File: config.mk
export PLATFORM = sky130hd
export DESIGN_NAME = dsac_top
export DESIGN_NICKNAME = d
export VERILOG_FILES = /design/src/verilog/dsac_pkg.sv /design/src/verilog/wmem_if.sv /design/src/verilog/dsac_weight_mem.sv /design/src/verilog/dsac_wmem_arbiter.sv /design/src/verilog/dsac_sigmoid.sv /design/src/verilog/dsac_layer_engine.sv /design/src/verilog/dsac_axil_regs.sv /design/src/verilog/dsac_top.sv
export VERILOG_INCLUDE_DIRS = /design/src /design/src/verilog
export SDC_FILE = /design/constraint.sdc
export NUM_CORES = 2
export LEC_CHECK = 0
export BUFFER_PORTS_ARGS = -buffer_cell sky130_fd_sc_hd__buf_4
export CORE_MARGIN = 1
export CORE_UTILIZATION = 25
export CTS_CLUSTER_SIZE = 28
export DETAILED_ROUTE_END_ITERATION = 8
export PLACE_DENSITY = 0.45
export SETUP_SLACK_MARGIN = 0.4
export SLEW_MARGIN = 15
export SYNTH_ARGS = -nofsm -noshare
export SYNTH_HDL_FRONTEND = slang
export SYNTH_SLANG_ARGS = --single-unit
File: constraint.sdc
create_clock -name clk -period 9.3 [get_ports clk]
set_clock_uncertainty 0.2 [all_clocks]
set_input_delay 0.465 -clock clk [delete_from_list [all_inputs] [get_ports clk]]
set_output_delay 0.465 -clock clk [all_outputs]
set_load 0.02 [all_outputs]
File: src/verilog/dsac_params.svh
// Widths, sizes and AXI4-Lite register map of the classifier
`ifndef DSAC_PARAMS_SVH
`define DSAC_PARAMS_SVH

`define DSAC_DATA_W       16
`define DSAC_MAX_FANIN    12
`define DSAC_NUM_NEURONS  31
`define DSAC_NUM_LAYERS   5
`define DSAC_AXI_ADDR_W   8
`define DSAC_SIG_HALF     512

// Byte offsets on the AXI4-Lite port
`define DSAC_REG_CTRL     8'h00
`define DSAC_REG_STATUS   8'h04
`define DSAC_REG_INPUT    8'h08
`define DSAC_REG_RESULT   8'h0C
`define DSAC_REG_LOGIT    8'h10
`define DSAC_WMEM_BASE    8'h80

`endif

File: src/verilog/dsac_pkg.sv
// Data types, state enums and layer-shape tables of the classifier
`default_nettype none
`include "dsac_params.svh"

package dsac_pkg;

    typedef logic [`DSAC_DATA_W-1:0] data_t;
    // Bit i set selects weight -1 on input i
    typedef logic [15:0] wmask_t;
    typedef logic [4:0]  waddr_t;
    typedef logic [2:0]  layer_idx_t;

    typedef enum logic [1:0] {
        SEG_LOW,
        SEG_MID,
        SEG_HIGH,
        SEG_SAT
    } sig_region_e;

    typedef enum logic [2:0] {
        ENG_IDLE,
        ENG_FETCH,
        ENG_WAIT,
        ENG_ACC,
        ENG_STORE,
        ENG_DONE
    } engine_state_e;

    // Network shape 2-8-12-6-4-1, one weight word per neuron
    localparam logic [3:0] LAYER_FANIN [`DSAC_NUM_LAYERS] = '{4'd2, 4'd8, 4'd12, 4'd6, 4'd4};
    localparam logic [3:0] LAYER_NEURONS [`DSAC_NUM_LAYERS] = '{4'd8, 4'd12, 4'd6, 4'd4, 4'd1};
    localparam waddr_t LAYER_BASE [`DSAC_NUM_LAYERS] = '{5'd0, 5'd8, 5'd20, 5'd26, 5'd30};

endpackage

`default_nettype wire

File: src/verilog/wmem_if.sv
// Weight-memory request interface with requester and memory modports
`timescale 1ns/1ps
`default_nettype none

interface wmem_if;

    logic             req;
    logic             we;
    dsac_pkg::waddr_t addr;
    dsac_pkg::wmask_t wdata;
    logic             gnt;
    // Read data follows the grant cycle by one clock
    dsac_pkg::wmask_t rdata;

    modport requester (
        output req, we, addr, wdata,
        input  gnt, rdata
    );

    modport memory (
        input  req, we, addr, wdata,
        output gnt, rdata
    );

endinterface

`default_nettype wire

File: src/verilog/dsac_weight_mem.sv
// Sign-mask storage, one word per neuron, with synchronous read
`timescale 1ns/1ps
`default_nettype none
`include "dsac_params.svh"

module dsac_weight_mem (
    input logic    clk,
    input logic    rst_n_i,
    wmem_if.memory mem_port
);

    dsac_pkg::wmask_t mem_q [`DSAC_NUM_NEURONS];
    logic             in_range;

    assign in_range     = mem_port.addr < `DSAC_NUM_NEURONS;
    assign mem_port.gnt = mem_port.req;

    // All weights come up as +1
    always_ff @(posedge clk or negedge rst_n_i)
    begin
        if (!rst_n_i)
        begin
            for (int i = 0; i < `DSAC_NUM_NEURONS; i++)
                mem_q[i] <= '0;
        end
        else if (mem_port.req && mem_port.we && in_range)
            mem_q[mem_port.addr] <= mem_port.wdata;
    end

    always_ff @(posedge clk)
    begin
        if (mem_port.req && !mem_port.we)
            mem_port.rdata <= in_range ? mem_q[mem_port.addr] : '0;
    end

endmodule

`default_nettype wire

File: src/verilog/dsac_wmem_arbiter.sv
// Fixed-priority arbiter of engine and register block onto the weight memory
`timescale 1ns/1ps
`default_nettype none

module dsac_wmem_arbiter (
    input  logic      clk,
    input  logic      rst_n_i,
    wmem_if.memory    eng_port,
    wmem_if.memory    reg_port,
    wmem_if.requester mem_port
);

    logic eng_sel_q;

    // Engine wins whenever it asks
    assign mem_port.req   = eng_port.req || reg_port.req;
    assign mem_port.we    = eng_port.req ? eng_port.we    : reg_port.we;
    assign mem_port.addr  = eng_port.req ? eng_port.addr  : reg_port.addr;
    assign mem_port.wdata = eng_port.req ? eng_port.wdata : reg_port.wdata;

    assign eng_port.gnt = eng_port.req && mem_port.gnt;
    assign reg_port.gnt = reg_port.req && !eng_port.req && mem_port.gnt;

    // Read data belongs to whoever held the grant one cycle ago
    always_ff @(posedge clk or negedge rst_n_i)
    begin
        if (!rst_n_i)
            eng_sel_q <= 1'b0;
        else
            eng_sel_q <= eng_port.gnt;
    end

    assign eng_port.rdata = eng_sel_q ? mem_port.rdata : '0;
    assign reg_port.rdata = eng_sel_q ? '0 : mem_port.rdata;

    // Any pending request meets exactly one grant in the same cycle
    assert property (@(posedge clk) disable iff (!rst_n_i)
        (eng_port.req || reg_port.req) |-> (eng_port.gnt ^ reg_port.gnt));

endmodule

`default_nettype wire

File: src/verilog/dsac_sigmoid.sv
// Registered piecewise-linear sigmoid and class decision
`timescale 1ns/1ps
`default_nettype none
`include "dsac_params.svh"

module dsac_sigmoid (
    input  logic            clk,
    input  logic            rst_n_i,
    input  dsac_pkg::data_t logit_i,
    input  logic            logit_valid_i,
    output dsac_pkg::data_t sig_o,
    output logic            class_o,
    output logic            result_valid_o
);

    dsac_pkg::sig_region_e region;
    dsac_pkg::data_t       sig_next;

    // Logit read as unsigned
    always_comb
    begin
        if (logit_i < 16'd1024)
            region = dsac_pkg::SEG_LOW;
        else if (logit_i < 16'd2432)
            region = dsac_pkg::SEG_MID;
        else if (logit_i < 16'd5120)
            region = dsac_pkg::SEG_HIGH;
        else
            region = dsac_pkg::SEG_SAT;

        case (region)
            dsac_pkg::SEG_LOW:  sig_next = (logit_i >> 2) + 16'd512;
            dsac_pkg::SEG_MID:  sig_next = (logit_i >> 3) + 16'd640;
            dsac_pkg::SEG_HIGH: sig_next = (logit_i >> 5) + 16'd864;
            default:            sig_next = 16'd1024;
        endcase
    end

    always_ff @(posedge clk or negedge rst_n_i)
    begin
        if (!rst_n_i)
            result_valid_o <= 1'b0;
        else
            result_valid_o <= logit_valid_i;
    end

    always_ff @(posedge clk)
    begin
        if (logit_valid_i)
        begin
            sig_o   <= sig_next;
            class_o <= sig_next > `DSAC_SIG_HALF;
        end
    end

endmodule

`default_nettype wire

File: src/verilog/dsac_layer_engine.sv
// Sequential layer engine with mask fetch, single accumulator, ReLU and logit output
`timescale 1ns/1ps
`default_nettype none
`include "dsac_params.svh"

module dsac_layer_engine (
    input  logic            clk,
    input  logic            rst_n_i,
    input  logic            start_i,
    input  dsac_pkg::data_t x1_i,
    input  dsac_pkg::data_t x2_i,
    wmem_if.requester       eng_port,
    output dsac_pkg::data_t logit_o,
    output logic            logit_valid_o
);

    dsac_pkg::engine_state_e state_q;
    dsac_pkg::layer_idx_t    layer_q;
    logic [3:0]              neuron_q;
    logic [3:0]              in_idx_q;
    logic                    bank_q;
    logic                    last_in;
    logic                    last_neuron;
    dsac_pkg::data_t         x1_q;
    dsac_pkg::data_t         x2_q;
    dsac_pkg::data_t         acc_q;
    dsac_pkg::data_t         act_in;
    dsac_pkg::data_t         addend;
    dsac_pkg::wmask_t        mask_q;
    // Ping-pong activations, read bank_q and write the other
    dsac_pkg::data_t         act_q [2][`DSAC_MAX_FANIN];

    assign last_in     = in_idx_q == dsac_pkg::LAYER_FANIN[layer_q] - 4'd1;
    assign last_neuron = neuron_q == dsac_pkg::LAYER_NEURONS[layer_q] - 4'd1;

    // Layer 0 sees the two captured inputs
    assign act_in = (layer_q == '0) ? (in_idx_q[0] ? x2_q : x1_q) : act_q[bank_q][in_idx_q];
    // A -1 weight adds the one's complement
    assign addend = mask_q[in_idx_q] ? ~act_in : act_in;

    assign eng_port.req   = state_q == dsac_pkg::ENG_FETCH;
    assign eng_port.we    = 1'b0;
    assign eng_port.addr  = dsac_pkg::LAYER_BASE[layer_q] + dsac_pkg::waddr_t'(neuron_q);
    assign eng_port.wdata = '0;

    // Output neuron sum stays in the accumulator until the next run
    assign logit_o       = acc_q;
    assign logit_valid_o = state_q == dsac_pkg::ENG_DONE;

    always_ff @(posedge clk or negedge rst_n_i)
    begin
        if (!rst_n_i)
        begin
            state_q  <= dsac_pkg::ENG_IDLE;
            layer_q  <= '0;
            neuron_q <= '0;
            in_idx_q <= '0;
            bank_q   <= 1'b0;
        end
        else
        begin
            case (state_q)
                dsac_pkg::ENG_IDLE:
                    if (start_i)
                    begin
                        layer_q  <= '0;
                        neuron_q <= '0;
                        bank_q   <= 1'b0;
                        state_q  <= dsac_pkg::ENG_FETCH;
                    end
                dsac_pkg::ENG_FETCH:
                    if (eng_port.gnt)
                        state_q <= dsac_pkg::ENG_WAIT;
                dsac_pkg::ENG_WAIT:
                begin
                    in_idx_q <= '0;
                    state_q  <= dsac_pkg::ENG_ACC;
                end
                dsac_pkg::ENG_ACC:
                begin
                    in_idx_q <= in_idx_q + 4'd1;
                    if (last_in)
                        state_q <= dsac_pkg::ENG_STORE;
                end
                dsac_pkg::ENG_STORE:
                begin
                    state_q  <= dsac_pkg::ENG_FETCH;
                    neuron_q <= neuron_q + 4'd1;
                    if (last_neuron)
                    begin
                        neuron_q <= '0;
                        if (layer_q == `DSAC_NUM_LAYERS - 1)
                            state_q <= dsac_pkg::ENG_DONE;
                        else
                        begin
                            layer_q <= layer_q + 3'd1;
                            bank_q  <= !bank_q;
                        end
                    end
                end
                default:
                    state_q <= dsac_pkg::ENG_IDLE;
            endcase
        end
    end

    always_ff @(posedge clk)
    begin
        if (state_q == dsac_pkg::ENG_IDLE && start_i)
        begin
            x1_q <= x1_i;
            x2_q <= x2_i;
        end
        if (state_q == dsac_pkg::ENG_WAIT)
        begin
            mask_q <= eng_port.rdata;
            acc_q  <= '0;
        end
        if (state_q == dsac_pkg::ENG_ACC)
            acc_q <= acc_q + addend;
        // ReLU on hidden layers only
        if (state_q == dsac_pkg::ENG_STORE && layer_q != `DSAC_NUM_LAYERS - 1)
            act_q[!bank_q][neuron_q] <= acc_q[`DSAC_DATA_W-1] ? '0 : acc_q;
    end

    // Shape tables keep the input walk inside one activation bank
    assert property (@(posedge clk) disable iff (!rst_n_i)
        state_q == dsac_pkg::ENG_ACC |-> in_idx_q < `DSAC_MAX_FANIN);

endmodule

`default_nettype wire

File: src/verilog/dsac_axil_regs.sv
// AXI4-Lite slave with control, status, input and result registers and weight access
`timescale 1ns/1ps
`default_nettype none
`include "dsac_params.svh"

module dsac_axil_regs (
    input  logic                        clk,
    input  logic                        rst_n_i,
    input  logic [`DSAC_AXI_ADDR_W-1:0] s_axil_awaddr_i,
    input  logic                        s_axil_awvalid_i,
    output logic                        s_axil_awready_o,
    input  logic [31:0]                 s_axil_wdata_i,
    input  logic [3:0]                  s_axil_wstrb_i,
    input  logic                        s_axil_wvalid_i,
    output logic                        s_axil_wready_o,
    output logic [1:0]                  s_axil_bresp_o,
    output logic                        s_axil_bvalid_o,
    input  logic                        s_axil_bready_i,
    input  logic [`DSAC_AXI_ADDR_W-1:0] s_axil_araddr_i,
    input  logic                        s_axil_arvalid_i,
    output logic                        s_axil_arready_o,
    output logic [31:0]                 s_axil_rdata_o,
    output logic [1:0]                  s_axil_rresp_o,
    output logic                        s_axil_rvalid_o,
    input  logic                        s_axil_rready_i,
    wmem_if.requester                   reg_port,
    output logic                        start_o,
    output dsac_pkg::data_t             x1_o,
    output dsac_pkg::data_t             x2_o,
    input  dsac_pkg::data_t             logit_i,
    input  logic                        logit_valid_i,
    input  dsac_pkg::data_t             sig_i,
    input  logic                        class_i,
    input  logic                        result_valid_i
);

    logic             wr_hs;
    logic             rd_hs;
    logic             aw_take;
    logic             wreq_q;
    logic             rreq_q;
    logic             rwait_q;
    logic             busy_q;
    logic             done_q;
    logic             class_q;
    dsac_pkg::waddr_t waddr_q;
    dsac_pkg::waddr_t raddr_q;
    dsac_pkg::wmask_t wmask_q;
    dsac_pkg::data_t  logit_q;
    dsac_pkg::data_t  sig_q;
    logic [31:0]      rd_mux;

    assign wr_hs   = s_axil_awready_o && s_axil_awvalid_i && s_axil_wvalid_i;
    assign rd_hs   = s_axil_arready_o && s_axil_arvalid_i;
    // No new write while a response or any weight access is outstanding
    assign aw_take = s_axil_awvalid_i && s_axil_wvalid_i && !s_axil_awready_o
                     && !s_axil_bvalid_o && !wreq_q && !rreq_q;

    assign s_axil_bresp_o = 2'b00;
    assign s_axil_rresp_o = 2'b00;

    // Pending write goes out first, so a queued read keeps its fields from then on
    assign reg_port.req   = wreq_q || rreq_q;
    assign reg_port.we    = wreq_q;
    assign reg_port.addr  = wreq_q ? waddr_q : raddr_q;
    assign reg_port.wdata = wmask_q;

    always_comb
    begin
        case (s_axil_araddr_i)
            `DSAC_REG_STATUS: rd_mux = {30'd0, done_q, busy_q};
            `DSAC_REG_INPUT:  rd_mux = {x2_o, x1_o};
            `DSAC_REG_RESULT: rd_mux = {sig_q, 15'd0, class_q};
            `DSAC_REG_LOGIT:  rd_mux = {16'd0, logit_q};
            default:          rd_mux = 32'd0;
        endcase
    end

    always_ff @(posedge clk or negedge rst_n_i)
    begin
        if (!rst_n_i)
        begin
            s_axil_awready_o <= 1'b0;
            s_axil_wready_o  <= 1'b0;
            s_axil_arready_o <= 1'b0;
            s_axil_bvalid_o  <= 1'b0;
            s_axil_rvalid_o  <= 1'b0;
            wreq_q           <= 1'b0;
            rreq_q           <= 1'b0;
            rwait_q          <= 1'b0;
            busy_q           <= 1'b0;
            done_q           <= 1'b0;
            start_o          <= 1'b0;
        end
        else
        begin
            s_axil_awready_o <= aw_take;
            s_axil_wready_o  <= aw_take;
            s_axil_arready_o <= s_axil_arvalid_i && !s_axil_arready_o && !s_axil_rvalid_o
                                && !rreq_q && !rwait_q;
            start_o          <= 1'b0;

            // Write path
            if (wr_hs && s_axil_awaddr_i >= `DSAC_WMEM_BASE)
                wreq_q <= 1'b1;
            else if (wr_hs)
            begin
                s_axil_bvalid_o <= 1'b1;
                if (s_axil_awaddr_i == `DSAC_REG_CTRL && s_axil_wdata_i[0] && !busy_q)
                begin
                    start_o <= 1'b1;
                    busy_q  <= 1'b1;
                    done_q  <= 1'b0;
                end
            end
            else if (wreq_q && reg_port.gnt)
            begin
                wreq_q          <= 1'b0;
                s_axil_bvalid_o <= 1'b1;
            end
            else if (s_axil_bvalid_o && s_axil_bready_i)
                s_axil_bvalid_o <= 1'b0;

            // Read path, weight reads wait one extra cycle for memory data
            if (rd_hs && s_axil_araddr_i >= `DSAC_WMEM_BASE)
                rreq_q <= 1'b1;
            else if (rd_hs)
                s_axil_rvalid_o <= 1'b1;
            else if (rreq_q && reg_port.gnt && !wreq_q)
            begin
                rreq_q  <= 1'b0;
                rwait_q <= 1'b1;
            end
            else if (rwait_q)
            begin
                rwait_q         <= 1'b0;
                s_axil_rvalid_o <= 1'b1;
            end
            else if (s_axil_rvalid_o && s_axil_rready_i)
                s_axil_rvalid_o <= 1'b0;

            if (result_valid_i)
            begin
                busy_q <= 1'b0;
                done_q <= 1'b1;
            end
        end
    end

    always_ff @(posedge clk)
    begin
        if (wr_hs)
        begin
            waddr_q <= s_axil_awaddr_i[6:2];
            wmask_q <= s_axil_wdata_i[15:0];
        end
        if (wr_hs && s_axil_awaddr_i == `DSAC_REG_INPUT)
        begin
            x1_o <= s_axil_wdata_i[15:0];
            x2_o <= s_axil_wdata_i[31:16];
        end
        if (rd_hs)
        begin
            raddr_q        <= s_axil_araddr_i[6:2];
            s_axil_rdata_o <= rd_mux;
        end
        else if (rwait_q)
            s_axil_rdata_o <= {16'd0, reg_port.rdata};
        if (logit_valid_i)
            logit_q <= logit_i;
        if (result_valid_i)
        begin
            sig_q   <= sig_i;
            class_q <= class_i;
        end
    end

    // Write response held with the master stalling
    assert property (@(posedge clk) disable iff (!rst_n_i)
        s_axil_bvalid_o && !s_axil_bready_i |=> s_axil_bvalid_o);

    // Byte strobes are not decoded, the master writes whole words
    assert property (@(posedge clk) disable iff (!rst_n_i)
        wr_hs |-> s_axil_wstrb_i == 4'hf);

endmodule

`default_nettype wire

File: src/verilog/dsac_top.sv
// Classifier top level with AXI4-Lite slave port, engine, sigmoid and weight memory
`timescale 1ns/1ps
`default_nettype none
`include "dsac_params.svh"

module dsac_top (
    input  logic                        clk,
    input  logic                        rst_n_i,
    input  logic [`DSAC_AXI_ADDR_W-1:0] s_axil_awaddr_i,
    input  logic                        s_axil_awvalid_i,
    output logic                        s_axil_awready_o,
    input  logic [31:0]                 s_axil_wdata_i,
    input  logic [3:0]                  s_axil_wstrb_i,
    input  logic                        s_axil_wvalid_i,
    output logic                        s_axil_wready_o,
    output logic [1:0]                  s_axil_bresp_o,
    output logic                        s_axil_bvalid_o,
    input  logic                        s_axil_bready_i,
    input  logic [`DSAC_AXI_ADDR_W-1:0] s_axil_araddr_i,
    input  logic                        s_axil_arvalid_i,
    output logic                        s_axil_arready_o,
    output logic [31:0]                 s_axil_rdata_o,
    output logic [1:0]                  s_axil_rresp_o,
    output logic                        s_axil_rvalid_o,
    input  logic                        s_axil_rready_i
);

    logic            start;
    logic            logit_valid;
    logic            result_class;
    logic            result_valid;
    dsac_pkg::data_t x1;
    dsac_pkg::data_t x2;
    dsac_pkg::data_t logit;
    dsac_pkg::data_t sig;

    wmem_if eng_port ();
    wmem_if reg_port ();
    wmem_if mem_port ();

    // AXI ports, clock, reset and reg_port connect by name
    dsac_axil_regs u_regs (
        .*,
        .start_o        (start),
        .x1_o           (x1),
        .x2_o           (x2),
        .logit_i        (logit),
        .logit_valid_i  (logit_valid),
        .sig_i          (sig),
        .class_i        (result_class),
        .result_valid_i (result_valid)
    );

    dsac_layer_engine u_engine (
        .clk           (clk),
        .rst_n_i       (rst_n_i),
        .start_i       (start),
        .x1_i          (x1),
        .x2_i          (x2),
        .eng_port      (eng_port),
        .logit_o       (logit),
        .logit_valid_o (logit_valid)
    );

    dsac_sigmoid u_sigmoid (
        .clk            (clk),
        .rst_n_i        (rst_n_i),
        .logit_i        (logit),
        .logit_valid_i  (logit_valid),
        .sig_o          (sig),
        .class_o        (result_class),
        .result_valid_o (result_valid)
    );

    dsac_wmem_arbiter u_arbiter (
        .clk      (clk),
        .rst_n_i  (rst_n_i),
        .eng_port (eng_port),
        .reg_port (reg_port),
        .mem_port (mem_port)
    );

    dsac_weight_mem u_wmem (
        .clk      (clk),
        .rst_n_i  (rst_n_i),
        .mem_port (mem_port)
    );

endmodule

`default_nettype wire

* Yosys cells after proc, flatten, opt, wreduce, memory -nomap -nowiden
Memory sizes are Yosys's and may differ from the RTL's.
Index checks and enable logic that the tools add are counted.
** Word-level totals
- Register bits after elaboration :: 743
- Logic and storage cells :: 274
- RAM bits :: 360
- Memories :: 4
- Bits in read-only memories :: 104
- Bits of input ports :: 59
- Latch bits :: 0
** Memory list
- u_engine.act_q :: depth 2, bits a word 180, read ports 1, clocked after Yosys merged registers in 0, write ports 1, RTL line dsac_layer_engine.sv:31 : dsac_pkg::data_t act_q [2][`DSAC_MAX_FANIN];
- (name not given) :: depth 8, bits a word 5, read ports 1, clocked after Yosys merged registers in 0, write ports 0, RTL line dsac_layer_engine.sv:43 : assign eng_port.addr = dsac_pkg::LAYER_BASE[layer_q] + dsac_pkg::waddr_t'(neuron_q);
- (name not given) :: depth 8, bits a word 4, read ports 1, clocked after Yosys merged registers in 0, write ports 0, RTL line dsac_layer_engine.sv:34 : assign last_neuron = neuron_q == dsac_pkg::LAYER_NEURONS[layer_q] - 4'd1;
- (name not given) :: depth 8, bits a word 4, read ports 1, clocked after Yosys merged registers in 0, write ports 0, RTL line dsac_layer_engine.sv:33 : assign last_in = in_idx_q == dsac_pkg::LAYER_FANIN[layer_q] - 4'd1;
** Operators by class
- Eq/ne operators :: 25
- Order comparisons :: 14
- Multiply operators :: 0
- Bitwise gates (word level) :: 8
- Div/mod/pow operators :: 0
- Muxes and demuxes :: 82
- Reduce and logical (&&, ||, !) cells :: 67
- Add/sub/neg operators :: 10
- Shifts and indexed selects :: 0
** Operator list (number)
- bitwise mux 496 bit :: 1
- 2-to-1 mux 16 bit :: 13
- 2-to-1 mux 192 bit :: 1
- case mux 32 bit (4 select lines) :: 1
- binary-select mux 16 bit (select 5 bit) :: 1
- demux 16 bit (select 5 bit) :: 1
- binary-select mux 16 bit (select 4 bit) :: 1
- demux 16 bit (select 4 bit) :: 1
- 2-to-1 mux 32 bit :: 2
- case mux 16 bit (3 select lines) :: 1
- logical AND 1 bit :: 32
- 2-to-1 mux 1 bit :: 32
- equality test 8 x 4 -> 1 bit (second input constant) :: 3
- 2-to-1 mux 3 bit :: 8
- 2-to-1 mux 4 bit :: 6
- 2-to-1 mux 5 bit :: 4
- adder 16 bit :: 1
- greater-or-equal comparator 8 bit (second input constant) :: 2
- > comparator 16 x 10 -> 1 bit (second input constant) :: 1
- less-than comparator 16 x 11 -> 1 bit (second input constant) :: 1
- less-than comparator 16 x 12 -> 1 bit (second input constant) :: 1
- less-than comparator 16 x 13 -> 1 bit (second input constant) :: 1
- NOT 16 bit :: 1
- case mux 4 bit (2 select lines) :: 2
- 45 further kinds :: 88

* Longest topological paths before layout
- Depth after elaboration :: 12
- Gate-level depth with buffers :: 18

* Hierarchy
A second synthesis with hierarchy kept.
** Second synthesis, totals
- Cell total of the unflattened synthesis :: 3025
- Area, all modules :: 48431.4 sq um
** By module, submodules not included
- dsac_weight_mem :: sequential area each 12892.4 sq um, area an instance 23427.5 sq um, times used 1, cells each 1565
- dsac_layer_engine :: sequential area each 13107.6 sq um, area an instance 18288.8 sq um, times used 1, cells each 989
- dsac_axil_regs :: sequential area each 3943.8 sq um, area an instance 4917.2 sq um, times used 1, cells each 287
- dsac_sigmoid :: sequential area each 505.5 sq um, area an instance 1176.1 sq um, times used 1, cells each 120
- dsac_wmem_arbiter :: sequential area each 25.0 sq um, area an instance 621.8 sq um, times used 1, cells each 64

* Least setup slack after synthesis
OpenSTA, ideal clock, no wires.
- Path kind :: register to register
- Start point :: register u_engine.state_q[0]
- End point :: register u_engine.neuron_q[2]
- Setup slack :: 4.109 ns
- Library setup time :: 0.149 ns
- Clock period less this slack :: 5.191 ns
- Cell stages (with the launch flop) :: 6
- Data arrival time :: 4.843 ns
- Required time :: 8.951 ns
- Buffers on the path :: 1
- Path through :: dfrtp_1 > clkbuf_1 > nor4b_1 > nor2_1 > o21ai_0 > o21ai_0
** Between the ends
- Longest elaborated chain between the ends :: 3
- Elaborated cells on any way between the ends :: 6
** RTL lines
- from (decl) :: RTL line dsac_layer_engine.sv:17 : dsac_pkg::engine_state_e state_q;
- from (signal assigned) :: RTL line dsac_layer_engine.sv:54 : state_q <= dsac_pkg::ENG_IDLE;
- from (signal assigned) :: RTL line dsac_layer_engine.sv:69 : state_q <= dsac_pkg::ENG_FETCH;
- from (signal assigned) :: RTL line dsac_layer_engine.sv:73 : state_q <= dsac_pkg::ENG_WAIT;
- equality test 3 bit / zero test 3 bit (equally long branches) :: RTL line dsac_layer_engine.sv:62 : case (state_q)
- nonzero test 2 bit (no source line) / != test 2 bit (equally long branches)
- AND reduction 2 bit (no source line)
- to (signal assigned) :: RTL line dsac_layer_engine.sv:88 : neuron_q <= neuron_q + 4'd1;
- to (decl) :: RTL line dsac_layer_engine.sv:19 : logic [3:0] neuron_q;
Several ways; a longest one is shown, not always the timed one.
A chain may end at the register's enable or synchronous reset.

* Worst setup path after layout
- Start point :: register u_engine.bank_q
- End point :: register u_engine.acc_q[14], in the netlist u_engine.logit_o[14], data pin
** Between the ends
- Longest elaborated chain between the ends :: 9
** RTL lines
- from (decl) :: RTL line dsac_layer_engine.sv:21 : logic bank_q;
- from (signal assigned) :: RTL line dsac_layer_engine.sv:97 : bank_q <= !bank_q;
- memory read (2 x 180 bit) (*)
- binary-select mux 16 bit (select 4 bit) (*) :: RTL line dsac_layer_engine.sv:37 : assign act_in = (layer_q == '0) ? (in_idx_q[0] ? x2_q : x1_q) : act_q[bank_q][in_idx_q];
- 2-to-1 mux 16 bit (implied by the code) (*) (2 in series) :: RTL line dsac_layer_engine.sv:37
- 2-to-1 mux 16 bit (*) :: RTL line dsac_layer_engine.sv:37
- NOT 16 bit :: RTL line dsac_layer_engine.sv:39 : assign addend = mask_q[in_idx_q] ? ~act_in : act_in;
- 2-to-1 mux 16 bit (*) :: RTL line dsac_layer_engine.sv:39
- adder 16 bit (*) :: RTL line dsac_layer_engine.sv:120 : acc_q <= acc_q + addend;
- 2-to-1 mux 16 bit (*) :: RTL line dsac_layer_engine.sv:119 : if (state_q == dsac_pkg::ENG_ACC)
- to (signal assigned) :: RTL line dsac_layer_engine.sv:120
- to (decl) :: RTL line dsac_layer_engine.sv:26 : dsac_pkg::data_t acc_q;
Mark *: on every way between the ends. The rest lies on a longest branch, timed or not. The select of a mux whose other input is x is not followed.

==> results.cfg <==
[yosys]
synth.avg_cell_area_um2 = 13.8
synth_cell_types = 70
netlist_area_um2 = 46100
synth_edf_count = 578
ys_seq_area_share_pct = 66.1
ys_ff_latch = 1101
synth-async-reset-ratio_pct = 47.5
synthCells = 3335
synthFlopType = edfxtp_1
yosysWarningCount = 0

[die]
fp-row-count = 157
die_h_um = 431
coreArea_um2 = 183000
die_w_um = 431
io_pins = 100
initial_core_util_pct = 25.2
dieArea_um2 = 186000

[clocking]
path_clk_slew_ns = 0.07
cts_root_buf = clkbuf_16
cts_setup_buffers = 0
h-tree-depth = 3
clock_sinks = 1101
cts_buffer_depth = 3
cts_buffers = 112
clk_latency_ns = 0.72
cts_tree = built

[min_path]
holdCritPathClass = input pin to flip-flop

[setup_path]
cp.arrival_ns = 6.08
reg2reg_slack_ns = 3.47
crit_type = flip-flop to flip-flop
crit_path_end_kind = flip-flop
cp_data_required_time_ns = 9.54
cp-start-kind = flip-flop
cp_max_fo = 72

[route]
drt-total-wl_um = 125000
wl_per_cell_um = 20.8
drc = 0
vias = 26675
dr.pass1.iters = 5
vias_per_cell = 4.45
ant_nets = 0
drt_iter0_drc = 1984

[pwr]
p_per_area_nw_per_um2 = 185
p_leak_nw = 20.8
p_total_mw = 9.92
ir_worst_vdd_mv = 0.162

[sta]
setup_violations = 0
hold_viol_final = 0
grt_setup_unrepaired = no
setup_tns_ns = 0
max-slew-margin-rel_pct = 24.9
final_max_slew_viol_count = 0
worstMarginPinSlew_ns = 1.12
period_minus_slack_ns = 5.83
fmax_mhz = 171
period_share_pct = 62.7

[grt]
grt_pass1_vias = 26876
grt_max_degree = 172
antenna_found_initial = 2
grt_overflow = 0
track_usage_pct = 13.3
grt_first_pass_wirelength_um = 185000

[cells_and_area]
post-route-util_pct = 29.3
drive_gt1_share_pct = 18.3
areaGrowthSynthToFinish_pct = 16.4
fin_cells = 5999
final_design_area_no_fill_um2 = 53600
layout_common_cells = 596 x nand2_1, 578 x edfxtp_1, 521 x dfrtp_1
fill_cells = 18629
fin_nets = 3540
final_common_cell = nand2_1

[place]
place.gp.congestion = 0.787
port_buffers = 91
dp_cells = 5743
post-dp-hpwl_um = 76100
dpl-instance-area_um2 = 49600

[outcome]
outcome = complete, no violations

[job]
maxCapViolCount = 0
-- sequential cells by signal (all words and copies together) (netlist names), 15 cells and up --
signal / count
u_engine.x2_q: 16
u_regs.logit_q: 16
u_wmem.mem_port.rdata: 16
u_engine.mask_q: 16
u_engine.x1_q: 16
u_wmem.mem_q: 496
u_regs.x2_o: 16
u_regs.x1_o: 16
u_regs.sig_q: 15
u_engine.act_q: 360
u_regs.reg_port.wdata: 16
u_engine.logit_o: 16
u_regs.s_axil_rdata_o: 32
u_sigmoid.sig_o: 15
-- layout make-up --
class | count | area, um2 | area share (%)
Sequential cell | 1101 | 30500 | 56.8
Multi-Input combinational cell | 1959 | 14500 | 27.1
Clock buffer | 164 | 3130 | 5.83
Tap cell | 2464 | 3080 | 5.75
Timing Repair Buffer | 236 | 1960 | 3.65
Clock inverter | 38 | 342 | 0.637
Inverter | 34 | 128 | 0.238
Antenna cell | 3 | 7.51 | 0.0140
-- Yosys cell counts (all sizes together), types with 2 or more instances --
library cell	count	area, um2
nor4b	3	26.3
a21o	9	67.6
o31ai	2	15.0
nand3b	2	15.0
nor3	12	82.6
o211ai	6	45.0
or3	4	25.0
a222oi	2	20.0
and2	24	150
ha	35	438
or2	5	33.8
a22oi	94	706
nand2b	8	57.6
nand2	608	2330
a221o	2	20.0
a21oi	39	195
o21ai	554	2830
nor3b	6	50.1
and3	8	50.1
dfrtp	523	13100
nor2	100	375
mux4	219	4930
fa	2	40.0
edfxtp	578	17400
a211oi	12	133
a2111oi	3	32.5
clkinv	3	11.3
nand4	13	81.3
xor2	22	193
inv	31	116
mux2	9	105
nor2b	12	75.1
clkbuf	160	601
a221oi	3	26.3
o21a	2	15.0
a21boi	4	30.0
a22o	7	61.3
nor4	7	43.8
a31oi	6	37.5
xnor2	16	140
nand3	11	55.1
buf	87	558
mux2i	72	746
-- cell families (layout without fill, tap and decap cells) --
logic type | Yosys count | in the layout | synth area share [%]
compound gates | 752 | 752 | 9.32
xor+xnor | 38 | 38 | 0.722
fa+ha+maj | 37 | 37 | 1.04
buf+inv | 281 | 472 | 2.79
flops | 1101 | 1101 | 66.1
mux | 300 | 300 | 12.5
other cells | 1 | 10 | 0.00814
simple gates | 825 | 825 | 7.52
-- report_power, final --
group	internal [mW]	switching [mW]	total [mW]	leakage, nW
registers	5.17	0.0318	5.20	13.3
clock network	2.44	1.93	4.36	1.70
logic	0.126	0.228	0.354	5.73
-- through the flow --
step / worst slack, ns / hold slack, ns
after floorplan: 4.11 / -0.0306
after global placement: 3.31 / 0.202
after detailed placement: 3.34 / 0.205
after CTS: 3.33 / 0.0478
after global routing: 3.04 / 0.104
final: 3.47 / 0.0974
-- final timing paths --
check / start / end / cells past startpoint
setup / recovery: u_engine.bank_q$_DFFE_PN0P_ / u_engine.logit_o[14]$_SDFFCE_PN0P_ / 15
hold / removal: s_axil_awaddr_i[1] / u_regs.start_o$_DFF_PN0_ / 6
setup reg to reg: u_engine.bank_q$_DFFE_PN0P_ / u_engine.logit_o[14]$_SDFFCE_PN0P_ / 15
hold reg to reg: u_sigmoid.sig_o[12]$_DFFE_PP_ / u_regs.sig_q[12]$_DFFE_PP_ / 0
max in group asynchronous: rst_n_i / u_wmem.mem_q[243]$_DFFE_PN0P_ / 4
min in group asynchronous: rst_n_i / u_wmem.mem_q[397]$_DFFE_PN0P_ / 2
-- repair_timing --
action	in CTS	in global routing
hold buffers	51	0
endpoints found under the hold margin	171	0
resized for setup	0	0
-- per-layer routing --
layer	wire, um	global-route usage, %	vias up
met5	0	0	-
met4	2940	3.31	0
met3	4890	2.40	161
met2	58000	20.9	442
met1	59200	18.9	13588
li1	-	-	12484
-- worst max-delay path, stage by stage, from the launching register on --
cell and delay [ns]:
dfrtp_4 0.75, buf_12 0.50, mux4_2 0.58, mux4_2 0.52, a21oi_1 0.26, mux2i_1 0.12
xor2_1 0.16, ha_1 0.26, fa_1 0.42, a21o_1 0.18, a21oi_1 0.23, o21ba_2 0.18
o21ai_0 0.21, a2111oi_0 0.58, o21ai_0 0.16, nor3b_1 0.17
Note: power is estimated with default switching activity, not from simulation.
